$ cat src/verilog/pancal_map_pkg.sv
package pancal_map_pkg;

   // Opcodes in command bits 7:6
   localparam logic [1:0] op_disp = 2'd0;
   localparam logic [1:0] op_stat = 2'd1;
   localparam logic [1:0] op_wreg = 2'd2;
   localparam logic [1:0] op_rreg = 2'd3;

   // Calendar occupies the top four registers
   // Seconds at base, then minutes, hours, day
   localparam logic [3:0] rtc_base_addr = 4'd12;

   // Wrap limits for the time of day
   localparam logic [5:0] sec_max  = 6'd59;
   localparam logic [5:0] min_max  = 6'd59;
   localparam logic [4:0] hour_max = 5'd23;

   // Index of the last calendar write in a post
   localparam logic [1:0] post_last = 2'd3;

endpackage

$ cat src/verilog/pancal_types_pkg.sv
package pancal_types_pkg;

   // FIFO bytes and register file contents
   typedef logic [7:0] byte_t;

   // Internal data bus word toward the CPU
   typedef logic [15:0] word_t;

   // Register file has sixteen locations
   typedef logic [3:0] reg_addr_t;

   // Display lines, active high inside the block
   typedef logic [4:0] disp_t;

   // Status field, bits 4:3 also leave the board
   typedef logic [4:0] stat_t;

   // Panel processor command sequence
   typedef enum logic [2:0] {idle, strobe, decode, wait_data, bus} proc_state_t;

   // Calendar post sequence, one write per register
   typedef enum logic [1:0] {post_idle, post_write, post_gap} rtc_state_t;

endpackage

$ cat src/verilog/calendar_rtc.sv
`timescale 1ns/100ps

module calendar_rtc
   import pancal_types_pkg::*, pancal_map_pkg::*;
#(
   parameter int ticks_per_sec = 50
) (
   input  logic      ck,
   input  logic      arst_n,
   input  logic      panosc,
   // Wishbone master 1
   output logic      m1_cyc,
   output logic      m1_stb,
   output logic      m1_we,
   output reg_addr_t m1_adr,
   output byte_t     m1_dat_w,
   input  byte_t     m1_dat_r,
   input  logic      m1_ack
);

   localparam int tick_w = $clog2(ticks_per_sec + 1);
   localparam logic [tick_w-1:0] last_tick = tick_w'(ticks_per_sec - 1);

   // Oscillator sync and edge detect
   logic osc_s1;
   logic osc_s2;
   logic osc_d;
   logic osc_rise;

   // Time of day
   logic [tick_w-1:0] tick_cnt;
   logic [5:0]        sec;
   logic [5:0]        mins;
   logic [4:0]        hour;
   byte_t             day;

   // Post control
   rtc_state_t state;
   logic [1:0] post_idx;
   logic       post_req;

   always_ff @(posedge ck or negedge arst_n) begin
      if (!arst_n) begin
         osc_s1 <= 1'b0;
         osc_s2 <= 1'b0;
         osc_d  <= 1'b0;
      end else begin
         osc_s1 <= panosc;
         osc_s2 <= osc_s1;
         osc_d  <= osc_s2;
      end
   end

   assign osc_rise = osc_s2 & ~osc_d;

   // Divider and cascade, runs regardless of the post
   always_ff @(posedge ck or negedge arst_n) begin
      if (!arst_n) begin
         tick_cnt <= '0;
         sec      <= '0;
         mins     <= '0;
         hour     <= '0;
         day      <= '0;
      end else if (osc_rise) begin
         if (tick_cnt == last_tick) begin
            tick_cnt <= '0;
            sec      <= (sec == sec_max) ? '0 : sec + 6'd1;
            if (sec == sec_max) begin
               mins <= (mins == min_max) ? '0 : mins + 6'd1;
               if (mins == min_max) begin
                  hour <= (hour == hour_max) ? '0 : hour + 5'd1;
                  if (hour == hour_max) begin
                     day <= day + 8'd1;
                  end
               end
            end
         end else begin
            tick_cnt <= tick_cnt + 1'b1;
         end
      end
   end

   // Post sequence, four writes with cyc dropped in between
   always_ff @(posedge ck or negedge arst_n) begin
      if (!arst_n) begin
         state    <= post_idle;
         post_idx <= '0;
         post_req <= 1'b0;
         m1_cyc   <= 1'b0;
         m1_stb   <= 1'b0;
      end else begin
         // New second, post again once the current one is done
         if (osc_rise && tick_cnt == last_tick) begin
            post_req <= 1'b1;
         end
         case (state)
            post_idle: begin
               if (post_req) begin
                  post_req <= 1'b0;
                  post_idx <= '0;
                  m1_cyc   <= 1'b1;
                  m1_stb   <= 1'b1;
                  state    <= post_write;
               end
            end
            post_write: begin
               if (m1_ack) begin
                  m1_cyc <= 1'b0;
                  m1_stb <= 1'b0;
                  state  <= (post_idx == post_last) ? post_idle : post_gap;
                  post_idx <= post_idx + 2'd1;
               end
            end
            post_gap: begin
               m1_cyc <= 1'b1;
               m1_stb <= 1'b1;
               state  <= post_write;
            end
            default: state <= post_idle;
         endcase
      end
   end

   // Data follows the live counters until the write lands
   always_comb begin
      case (post_idx)
         2'd0:    m1_dat_w = byte_t'(sec);
         2'd1:    m1_dat_w = byte_t'(mins);
         2'd2:    m1_dat_w = byte_t'(hour);
         default: m1_dat_w = day;
      endcase
   end

   assign m1_adr = rtc_base_addr + reg_addr_t'(post_idx);
   assign m1_we  = m1_cyc;

   // Register file echoes the byte it stored on the edge before ack
   a_write_echo: assert property (
      @(posedge ck) disable iff (!arst_n) m1_ack |-> (m1_dat_r == $past(m1_dat_w))
   );

endmodule

$ cat src/verilog/io_pancal.sv
`timescale 1ns/100ps

module io_pancal
   import pancal_types_pkg::*;
#(
   parameter int ticks_per_sec = 50
) (
   input  logic        ck,
   input  logic        arst_n,
   // FIFO side
   input  byte_t       pa,
   input  logic        emp_n,
   input  logic        ful_n,
   input  logic        val,
   output logic        rmm_n,
   // Panel oscillator
   input  logic        panosc,
   // CPU bus enable, active low
   input  logic        epans,
   output word_t       idb,
   output disp_t       dp_n,
   output logic [1:0]  stat_4_3
);

   // Master 0
   logic      m0_cyc;
   logic      m0_stb;
   logic      m0_we;
   reg_addr_t m0_adr;
   byte_t     m0_dat_w;
   byte_t     m0_dat_r;
   logic      m0_ack;

   // Master 1
   logic      m1_cyc;
   logic      m1_stb;
   logic      m1_we;
   reg_addr_t m1_adr;
   byte_t     m1_dat_w;
   byte_t     m1_dat_r;
   logic      m1_ack;

   // Slave side
   logic      s_cyc;
   logic      s_stb;
   logic      s_we;
   reg_addr_t s_adr;
   byte_t     s_dat_w;
   byte_t     s_dat_r;
   logic      s_ack;

   // Panel results
   disp_t disp;
   stat_t stat;
   byte_t msg;
   logic  busy;
   logic  reading;

   panel_proc u_panel_proc (
      .ck(ck), .arst_n(arst_n),
      .pa(pa), .emp_n(emp_n), .rmm_n(rmm_n),
      .m0_cyc(m0_cyc), .m0_stb(m0_stb), .m0_we(m0_we), .m0_adr(m0_adr),
      .m0_dat_w(m0_dat_w), .m0_dat_r(m0_dat_r), .m0_ack(m0_ack),
      .disp(disp), .stat(stat), .msg(msg), .busy(busy), .reading(reading)
   );

   calendar_rtc #(.ticks_per_sec(ticks_per_sec)) u_calendar_rtc (
      .ck(ck), .arst_n(arst_n), .panosc(panosc),
      .m1_cyc(m1_cyc), .m1_stb(m1_stb), .m1_we(m1_we), .m1_adr(m1_adr),
      .m1_dat_w(m1_dat_w), .m1_dat_r(m1_dat_r), .m1_ack(m1_ack)
   );

   wb_arbiter u_wb_arbiter (
      .ck(ck), .arst_n(arst_n),
      .m0_cyc(m0_cyc), .m0_stb(m0_stb), .m0_we(m0_we), .m0_adr(m0_adr),
      .m0_dat_w(m0_dat_w), .m0_dat_r(m0_dat_r), .m0_ack(m0_ack),
      .m1_cyc(m1_cyc), .m1_stb(m1_stb), .m1_we(m1_we), .m1_adr(m1_adr),
      .m1_dat_w(m1_dat_w), .m1_dat_r(m1_dat_r), .m1_ack(m1_ack),
      .s_cyc(s_cyc), .s_stb(s_stb), .s_we(s_we), .s_adr(s_adr),
      .s_dat_w(s_dat_w), .s_dat_r(s_dat_r), .s_ack(s_ack)
   );

   pancal_regfile u_pancal_regfile (
      .ck(ck), .arst_n(arst_n),
      .cyc(s_cyc), .stb(s_stb), .we(s_we), .adr(s_adr),
      .dat_w(s_dat_w), .dat_r(s_dat_r), .ack(s_ack)
   );

   // Display lines leave inverted
   assign dp_n     = ~disp;
   assign stat_4_3 = stat[4:3];

   // Bus word only while the CPU selects the panel
   assign idb = epans ? '0 : {busy, ful_n, reading, val, stat[3:0], msg};

endmodule

$ cat src/verilog/pancal_regfile.sv
`timescale 1ns/100ps

module pancal_regfile
   import pancal_types_pkg::*;
(
   input  logic      ck,
   input  logic      arst_n,
   input  logic      cyc,
   input  logic      stb,
   input  logic      we,
   input  reg_addr_t adr,
   input  byte_t     dat_w,
   output byte_t     dat_r,
   output logic      ack
);

   // Panel bytes 0 to 11, calendar bytes 12 to 15
   byte_t mem [16];

   logic req;

   // New request only when no ack is already out
   assign req = cyc & stb & ~ack;

   always_ff @(posedge ck or negedge arst_n) begin
      if (!arst_n) begin
         ack <= 1'b0;
      end else begin
         ack <= req;
      end
   end

   always_ff @(posedge ck or negedge arst_n) begin
      if (!arst_n) begin
         for (int i = 0; i < 16; i++) begin
            mem[i] <= '0;
         end
      end else if (req && we) begin
         mem[adr] <= dat_w;
      end
   end

   // Read data, echoes the written byte on a write
   always_ff @(posedge ck) begin
      if (req) begin
         dat_r <= we ? dat_w : mem[adr];
      end
   end

   // Masters hold stb until they see ack
   a_ack_with_stb: assert property (
      @(posedge ck) disable iff (!arst_n) ack |-> (cyc && stb)
   );

endmodule

$ cat src/verilog/panel_proc.sv
`timescale 1ns/100ps

module panel_proc
   import pancal_types_pkg::*, pancal_map_pkg::*;
(
   input  logic      ck,
   input  logic      arst_n,
   // FIFO side
   input  byte_t     pa,
   input  logic      emp_n,
   output logic      rmm_n,
   // Wishbone master 0
   output logic      m0_cyc,
   output logic      m0_stb,
   output logic      m0_we,
   output reg_addr_t m0_adr,
   output byte_t     m0_dat_w,
   input  byte_t     m0_dat_r,
   input  logic      m0_ack,
   // Decoded results
   output disp_t     disp,
   output stat_t     stat,
   output byte_t     msg,
   output logic      busy,
   output logic      reading
);

   proc_state_t state;

   // Current FIFO byte
   byte_t cmd;

   // Register write waiting for its data byte
   reg_addr_t wr_adr;
   logic      wr_pend;

   // Control sequence
   always_ff @(posedge ck or negedge arst_n) begin
      if (!arst_n) begin
         state   <= idle;
         rmm_n   <= 1'b1;
         m0_cyc  <= 1'b0;
         m0_stb  <= 1'b0;
         m0_we   <= 1'b0;
         disp    <= '0;
         stat    <= '0;
         msg     <= '0;
         wr_adr  <= '0;
         wr_pend <= 1'b0;
      end else begin
         case (state)
            idle: begin
               // Only fetch when the FIFO has a byte
               if (emp_n) begin
                  rmm_n <= 1'b0;
                  state <= strobe;
               end
            end
            strobe: begin
               // One cycle read pulse
               rmm_n <= 1'b1;
               state <= wait_data;
            end
            wait_data: begin
               // FIFO drives pa after the strobe, cmd takes it here
               state <= decode;
            end
            decode: begin
               if (wr_pend) begin
                  // Second byte of op_wreg is the data
                  wr_pend <= 1'b0;
                  if (wr_adr < rtc_base_addr) begin
                     m0_cyc <= 1'b1;
                     m0_stb <= 1'b1;
                     m0_we  <= 1'b1;
                     state  <= bus;
                  end else begin
                     // Calendar registers are not writable from the panel
                     state <= idle;
                  end
               end else begin
                  case (cmd[7:6])
                     op_disp: begin
                        disp  <= cmd[4:0];
                        state <= idle;
                     end
                     op_stat: begin
                        stat  <= cmd[4:0];
                        state <= idle;
                     end
                     op_wreg: begin
                        wr_adr  <= cmd[3:0];
                        wr_pend <= 1'b1;
                        state   <= idle;
                     end
                     op_rreg: begin
                        m0_cyc <= 1'b1;
                        m0_stb <= 1'b1;
                        m0_we  <= 1'b0;
                        state  <= bus;
                     end
                  endcase
               end
            end
            bus: begin
               // Hold the request until the slave answers
               if (m0_ack) begin
                  m0_cyc <= 1'b0;
                  m0_stb <= 1'b0;
                  if (!m0_we) begin
                     msg <= m0_dat_r;
                  end
                  state <= idle;
               end
            end
            default: state <= idle;
         endcase
      end
   end

   // Command byte and bus payload
   always_ff @(posedge ck) begin
      if (state == wait_data) begin
         cmd <= pa;
      end
      if (state == decode) begin
         m0_adr   <= wr_pend ? wr_adr : cmd[3:0];
         m0_dat_w <= cmd;
      end
   end

   assign busy    = (state != idle);
   assign reading = m0_cyc & ~m0_we;

   // Ack through the arbiter only while this master waits on the bus
   a_ack_in_bus: assert property (
      @(posedge ck) disable iff (!arst_n) m0_ack |-> (state == bus)
   );

endmodule

$ cat src/verilog/wb_arbiter.sv
`timescale 1ns/100ps

module wb_arbiter
   import pancal_types_pkg::*;
(
   input  logic      ck,
   input  logic      arst_n,
   // Master 0, panel processor
   input  logic      m0_cyc,
   input  logic      m0_stb,
   input  logic      m0_we,
   input  reg_addr_t m0_adr,
   input  byte_t     m0_dat_w,
   output byte_t     m0_dat_r,
   output logic      m0_ack,
   // Master 1, calendar
   input  logic      m1_cyc,
   input  logic      m1_stb,
   input  logic      m1_we,
   input  reg_addr_t m1_adr,
   input  byte_t     m1_dat_w,
   output byte_t     m1_dat_r,
   output logic      m1_ack,
   // Toward the register file
   output logic      s_cyc,
   output logic      s_stb,
   output logic      s_we,
   output reg_addr_t s_adr,
   output byte_t     s_dat_w,
   input  byte_t     s_dat_r,
   input  logic      s_ack
);

   // Grant valid and the owner bit that remembers the last master
   logic gnt;
   logic owner;
   logic own_cyc;

   assign own_cyc = owner ? m1_cyc : m0_cyc;

   always_ff @(posedge ck or negedge arst_n) begin
      if (!arst_n) begin
         gnt   <= 1'b0;
         owner <= 1'b1;
      end else if (gnt) begin
         // Release when the owner ends its cycle
         if (!own_cyc) begin
            gnt <= 1'b0;
         end
      end else if (m0_cyc || m1_cyc) begin
         // The master that did not own last goes first
         gnt   <= 1'b1;
         owner <= owner ? !m0_cyc : m1_cyc;
      end
   end

   assign s_cyc   = gnt & own_cyc;
   assign s_stb   = gnt & (owner ? m1_stb : m0_stb);
   assign s_we    = owner ? m1_we : m0_we;
   assign s_adr   = owner ? m1_adr : m0_adr;
   assign s_dat_w = owner ? m1_dat_w : m0_dat_w;

   // Shared read data
   assign m0_dat_r = s_dat_r;
   assign m1_dat_r = s_dat_r;

   // Ack goes to the owner only
   assign m0_ack   = gnt & ~owner & s_ack;
   assign m1_ack   = gnt & owner & s_ack;

   // An open slave cycle keeps its master and request until the ack
   a_grant_hold: assert property (
      @(posedge ck) disable iff (!arst_n)
         (s_cyc && !s_ack) |=> (s_cyc && $stable(owner) && $stable(s_adr) && $stable(s_we))
   );

endmodule
$ cat config.mk
export PLATFORM = sky130hd
export DESIGN_NAME = io_pancal
export DESIGN_NICKNAME = d
export VERILOG_FILES = /design/src/verilog/pancal_map_pkg.sv /design/src/verilog/pancal_types_pkg.sv /design/src/verilog/calendar_rtc.sv /design/src/verilog/io_pancal.sv /design/src/verilog/pancal_regfile.sv /design/src/verilog/panel_proc.sv /design/src/verilog/wb_arbiter.sv
export SDC_FILE = /design/constraint.sdc
export NUM_CORES = 1
export LEC_CHECK = 0
export ABC_AREA = 0
export ABC_CLOCK_PERIOD_IN_PS = 3750
export BUFFER_PORTS_ARGS = -buffer_cell sky130_fd_sc_hd__buf_4
export CORE_MARGIN = 3
export CORE_UTILIZATION = 50
export CTS_BUF_LIST = sky130_fd_sc_hd__clkbuf_16
export DETAILED_ROUTE_END_ITERATION = 12
export MAX_ROUTING_LAYER = met4
export PLACE_DENSITY = 0.76
export SLEW_MARGIN = 30
export SYNTH_ARGS = -nofsm -noshare
export SYNTH_HDL_FRONTEND = slang
export SYNTH_SLANG_ARGS = --single-unit
$ cat constraint.sdc
create_clock -name ck -period 3.75 [get_ports ck]
set_input_delay 0.375 -clock ck [delete_from_list [all_inputs] [get_ports ck]]
set_output_delay 0.375 -clock ck [all_outputs]
set_load 0.01 [all_outputs]
==> results of run 1 <==
## power breakdown
group          total (mW)  internal [mW]  switching, mW
sequential           4.13           3.44          0.692
combinational        2.75           1.09           1.67
clock                2.36           1.41          0.955
## worst paths after layout
check | endpoint | cells past startpoint | slack, ns | startpoint
max | u_pancal_regfile.dat_r[0] | 6 | 0.88 | u_wb_arbiter.owner
min | u_panel_proc.cmd[4] | 1 | 0.03 | pa[4]
max reg2reg | u_pancal_regfile.dat_r[0] | 6 | 0.88 | u_wb_arbiter.owner
min reg2reg | u_calendar_rtc.osc_s2 | 0 | 0.34 | u_calendar_rtc.osc_s1
max in group asynchronous | u_pancal_regfile.mem[75] | 3 | 2.32 | arst_n
min in group asynchronous | u_calendar_rtc.tick_cnt[5] | 2 | 0.51 | arst_n
## area by class of cell
class	count	area share
inverters	20	0.00640
multi-input cells	689	0.350
repair buffers	76	0.0506
flip-flops and latches	228	0.498
clock inverters	18	0.0133
clock buffers	25	0.0533
well taps	265	0.0282
## flip-flops by register name, indices dropped and copies added, names as in the netlist, 2 cells and up
signal / count
u_calendar_rtc.day: 8
u_calendar_rtc.hour: 5
u_calendar_rtc.mins: 6
u_calendar_rtc.post_idx: 2
u_calendar_rtc.sec: 6
u_calendar_rtc.state: 2
u_calendar_rtc.tick_cnt: 6
u_pancal_regfile.dat_r: 8
u_pancal_regfile.mem: 128
u_panel_proc.cmd: 8
u_panel_proc.disp: 5
u_panel_proc.m0_adr: 4
u_panel_proc.m0_dat_w: 8
u_panel_proc.msg: 8
u_panel_proc.stat: 5
u_panel_proc.state: 3
u_panel_proc.wr_adr: 4
## timing repair
action / CTS / global route
buffers inserted: 0 / 0
hold buffers: 2 / 0
hold endpoints to repair: 10 / 0
## logic make-up after synthesis
family	share of synthesized area
compound gates	0.178
fa+ha+maj	0.0121
buf+inv	0.0356
mux	0.0521
simple gates	0.146
xor+xnor	0.0102
flops	0.567
## cell usage in the layout (no fill, tap or decap), types with 4 or more instances in the layout
cell and count:
and3_1 13, o211ai_1 5, nor3_1 12, buf_4 72, o21ai_0 160, clkbuf_16 25
a221o_1 8, clkinv_1 4, a222oi_1 11, nand2b_1 4, dfrtp_1 198, a22oi_1 7
xnor2_1 9, mux2i_1 17, clkinv_2 5, a211oi_1 8, ha_1 10, o31ai_1 5
nand4_1 10, nand2_1 188, a221oi_1 19, inv_1 25, nand3_1 23, a21oi_1 27
a21o_1 7, mux2_2 26, a22o_1 9, mux2_4 5, nor2b_1 19, edfxtp_1 28
nor2_1 29
## stage by stage
stage / setup WS, ns / area (sq um) / cells / utilization
floorplan: 1.22 / 10300 / 999 / -
global placement: 1.02 / 10900 / 1276 / 0.551
detailed placement: 0.950 / 10900 / 1276 / 0.551
CTS: 0.940 / 11700 / 1321 / 0.591
global route: 0.733 / 11700 / 1321 / 0.592
finish: 0.878 / 11700 / 1321 / 0.592
## critical path: cells and delay by family (launching register included)
kind            cells  cell delay (ns)
buf+inv             1             0.27
flops               1             0.82
simple gates        3             1.10
compound gates      2             0.41
## layer usage
layer / global-route usage / wire [um] / up-vias
met3: 0.0324 / 1850 / 61
met5: - / 0 / -
met1: 0.346 / 11000 / 3874
met2: 0.359 / 11800 / 342
met4: 0.0709 / 751 / 0
li1: - / - / 3657
==> impl_metrics.csv, run 1 <==
group,metric,value,unit
synth,yosysUniqueCellTypes,72,
finish,multi_input_area,4110,sq um
setup_path,cpMaxStageDelayCell,"dfstp_2",
die,row_count,51,
timing,max_slew_margin,0.336,
synth,ys_seq_area_frac,0.567,
clocking,numCtsBuffers,24,
global_route,grt_pass1_wl,41.4,mm
drt,routed_via_density,6.01,
clocking,cts.sinks,228,
power,power_density,788,nW/um^2
clocking,ctsResizeCount,0,
synth,synth_top_flop_cell,"dfrtp_1",
drt,wl,25.4,mm
clocking,clock_path_buffers,3,
timing,fin_tns_setup,0,ns
setup_path,crit_path_end_kind,"flop",
die,ios,39,
clocking,clock_latency,0.52,ns
synth,yosysWarnings,0,
synth,netlist.area_leader.share,0.480,
clocking,clkTransAtPathRegs,0.06,ns
clocking,ctsRootBufferMaster,"clkbuf_16",
synth,synthTopCellsByCount,"dfrtp_1, nand2_1, o21ai_0",
die,coreArea,19800,sq um
die,fp.dieW,150,um
drt,first_iter_violations,846,
clocking,cts_tree,"built",
setup_path,cp.arrival,3.12,ns
synth,avgSynthCellArea,10.3,sq um
synth,synth.area.top_cells,"dfrtp_1, edfxtp_1, o21ai_0, nand2_1, mux2_2",
placement,portBuffers,38,
global_route,grt_max_degree,103,
timing,hold_slack,0.0343,ns
finish,drive_above_1_share,0.144,
synth,syn_inst,999,
setup_path,path_class,"reg -> reg",
global_route,grt_antenna_before_repair,0,
synth,yosysTopAreaCell,"dfrtp_1",
setup_path,critPathMaxStageDelay,0.82,ns
synth,synth-edff-count,28,
timing,rsz0062_at_grt,"no",
die,die-area,22400,sq um
drt,drc,0,
finish,seq_area,5850,sq um
synth,netlist_area,10300,sq um
timing,fin_crit,2.87,ns
finish,layout.nets,1064,
timing,fin_skew,0.00857,ns
die,die_h,150,um
synth,synth-seq-cells,228,
drt,num_vias,7934,
clocking,htreeDepth,1,
drt,wire_per_inst,19.2,um
timing,finalHoldViolations,0,
finish,antenna_cells,0,
timing,max_freq,348,MHz
setup_path,startpoint_type,"flop",
finish,syn_to_final_growth,13.7,%
global_route,grt_usage,0.240,
drt,detail-route-antenna-nets,0,
timing,setup_viol,0,
setup_path,path_cells,"buf_4 > and3b_1 > or2_4 > a221oi_1 > a211oi_1 > or3_1",
timing,worst_pin_slew,0.994,ns
placement,hpwl,17.0,mm
global_route,gr-total-overflow,0,
finish,nFillCells,1615,
placement,place_congestion,0.949,
setup_path,worstPathMaxFanout,25,
setup_path,cp.required,4.00,ns
die,start_util,0.520,
job,drv_cap,0,
timing,slew_viol_final,0,
synth,yosysMostFrequentCell,"dfrtp_1",
power,vdd_drop_max,0.000349,V
synth,async_flop_share,0.877,
power,power.leakage,5.24,nW
status,status,"finished, final reports clean",
power,total_power,9.25,mW
drt,first_pass_iters,6,
global_route,grt_pass1_vias,7573,
worst_hold_path,hold_path.class,"in -> reg",
synth,synth_nets,1024,
timing,period_share,0.766,
No activity file was read; power rests on OpenSTA's default activity.
==> run 2: changes to the inputs <==
Settings changed: ABC_CLOCK_PERIOD_IN_PS 3750 to 2600, PLACE_DENSITY 0.76 to 0.78.
Clock period 3.75 ns to 2.6 ns, I/O delays scaled along.
==> run 2 against run 1 <==
Compared with the run above:
- register-to-register slack worse by 0.84 ns
- sequential power is 45% higher
- clock skew is 0.0067 ns higher
- critical endpoint unchanged
- final area is 2.5% higher
==> impl_metrics.csv, run 2 (same netlist as run 1, synthesis figures left out) <==
group,metric,value,unit
clocking,cts_tree,"built",
status,status,"finished, final reports clean",
die,fp.dieW,150,um
setup_path,r2r_cells,6,
setup_path,critPathMaxStageDelay,0.71,ns
power,power.leakage,5.38,nW
die,start_util,0.520,
die,die_h,150,um
timing,slew_viol_final,0,
power,total_power,13.5,mW
finish,antenna_cells,0,
die,coreArea,19800,sq um
setup_path,cpMaxStageDelayCell,"dfstp_4",
global_route,grt_pass1_wl,42.6,mm
drt,num_vias,8041,
setup_path,startpoint_type,"flop",
job,drv_cap,0,
global_route,gr-total-overflow,0,
timing,finalHoldViolations,0,
clocking,clkTransAtPathRegs,0.07,ns
clocking,clock_latency,0.52,ns
finish,layout.nets,1095,
power,vdd_drop_max,0.000643,V
die,ios,39,
drt,routed_via_density,5.94,
finish,final_common_cell,"dfrtp_1",
global_route,grt_antenna_before_repair,0,
finish,design_area,12000,sq um
drt,wire_per_inst,19.5,um
placement,placed_area,11100,sq um
die,row_count,51,
finish,syn_to_final_growth,16.6,%
power,clkPwrFrac,0.241,
timing,worst_pin_slew,0.694,ns
clocking,clock_path_buffers,3,
timing,fin_ws,0.0399,ns
power,power_density,1120,nW/um^2
timing,setup_viol,0,
setup_path,path_class,"reg -> reg",
finish,regMostFlops,"u_pancal_regfile.mem",
placement,portBuffers,38,
drt,first_pass_iters,7,
placement,hpwl,17.8,mm
drt,first_iter_violations,848,
placement,pre_cts_ws,0.0841,ns
global_route,grt_usage,0.247,
timing,max_slew_margin,0.533,
timing,max_freq,391,MHz
setup_path,r2r-start,"u_wb_arbiter.owner",
setup_path,crit_path_end_kind,"flop",
clocking,cts.sinks,228,
global_route,grt_max_degree,76,
clocking,htreeDepth,1,
finish,nFillCells,1597,
setup_path,reg2reg_to,"u_pancal_regfile.dat_r[0]",
power,pwr-share-seq,0.442,
setup_path,cp.arrival,2.82,ns
die,die-area,22400,sq um
power,switching_share,0.364,
setup_path,path_cells,"buf_4 > and3b_1 > or2_4 > a222oi_1 > a211oi_1 > or3_1",
finish,drive_above_1_share,0.166,
clocking,numCtsBuffers,24,
setup_path,cp.required,2.86,ns
global_route,grt_pass1_vias,7725,
finish,final_cell_mix,"dfrtp_1, nand2_1, o21ai_0",
finish,post-route-util,0.607,
finish,largest_reg_flops,128,
drt,drc,0,
power,internal_power,8.59,mW
drt,detail-route-antenna-nets,0,
placement,place_congestion,0.985,
power,power.switching,4.91,mW
timing,fin_crit,2.56,ns
timing,period_share,0.985,
setup_path,worstPathMaxFanout,16,
timing,fin_skew,0.0153,ns
timing,rsz0062_at_grt,"yes",
setup_path,rrSetupSlack,0.04,ns
clocking,ctsRootBufferMaster,"clkbuf_16",
worst_hold_path,hold_path.class,"in -> async",
power,p_comb_frac,0.317,
drt,wl,26.4,mm
## run 2: changes by cell type in the layout (fill, tap and decap cells not counted), moves of 2 or more
cell,delta
buf_4,+18
clkinvlp_4,+2
bufinv_16,-2
inv_1,-3
nand3_2,+4
clkinv_1,+2
buf_12,+4
nand3_1,-4
dlygate4sd3_1,+9
## run 2: how the worst max path moves through the flow
stage                                end  cells after the start                  startpoint
2_1_floorplan  u_pancal_regfile.dat_r[0]                      8  u_calendar_rtc.post_idx[1]
3_3_place_gp   u_pancal_regfile.dat_r[0]                      6          u_wb_arbiter.owner
3_5_place_dp   u_pancal_regfile.dat_r[0]                      6          u_wb_arbiter.owner
4_1_cts        u_pancal_regfile.dat_r[0]                      6          u_wb_arbiter.owner
5_1_grt        u_pancal_regfile.dat_r[2]                      6          u_wb_arbiter.owner
6_report       u_pancal_regfile.dat_r[0]                      6          u_wb_arbiter.owner
## run 2: through the flow
step / hold slack [ns] / std cells / setup TNS [ns]
final: 0.304 / 1353 / 0
after global routing: 0.353 / 1353 / -0.00415
after global placement: 0.298 / 1298 / 0
after CTS: 0.318 / 1353 / 0
after floorplan: -0.0356 / 999 / 0
after detailed placement: 0.295 / 1298 / 0
## run 2: final cells by class
class | instances | area [sq um] | share of cell area
flip-flops and latches | 228 | 5850 | 0.486
multi-input cells | 689 | 4130 | 0.343
repair buffers | 107 | 900 | 0.0747
clock buffers | 25 | 626 | 0.0520
well taps | 265 | 332 | 0.0275
clock inverters | 19 | 119 | 0.00988
inverters | 20 | 75.1 | 0.00624
## run 2: power groups by stage
stage          sequential, mW  clock (mW)  combinational, mW
4_1_cts                  5.93        3.29               4.20
3_5_place_dp             5.98           0               4.16
5_1_grt                  6.11        3.43               4.71
3_3_place_gp             5.94           0               4.03
6_report                 5.97        3.26               4.28
2_1_floorplan            5.53           0               2.79
## run 2: worst max-delay path: cells and delay by family, from the launching register on
family	cells	cell delay, ns
flip-flops	1	0.71
AO/OA/AOI/OAI	2	0.37
AND/OR/NAND/NOR	3	1.03
buffers and inverters	1	0.18
## run 2: routing by layer
metal	up-vias	part of all wire	GRT usage
met5	-	0	-
met4	0	0.028	0.0714
met3	60	0.072	0.0439
met2	320	0.46	0.371
met1	3937	0.44	0.350
li1	3724	-	-
## run 2: repair_timing
| item | CTS | global route |
|---|---|---|
| setup endpoints to repair | 0 | 31 |
| buffers inserted | 0 | 0 |
| hold endpoints to repair | 69 | 0 |
| hold buffers | 11 | 0 |
| resized for setup | 0 | 7 |
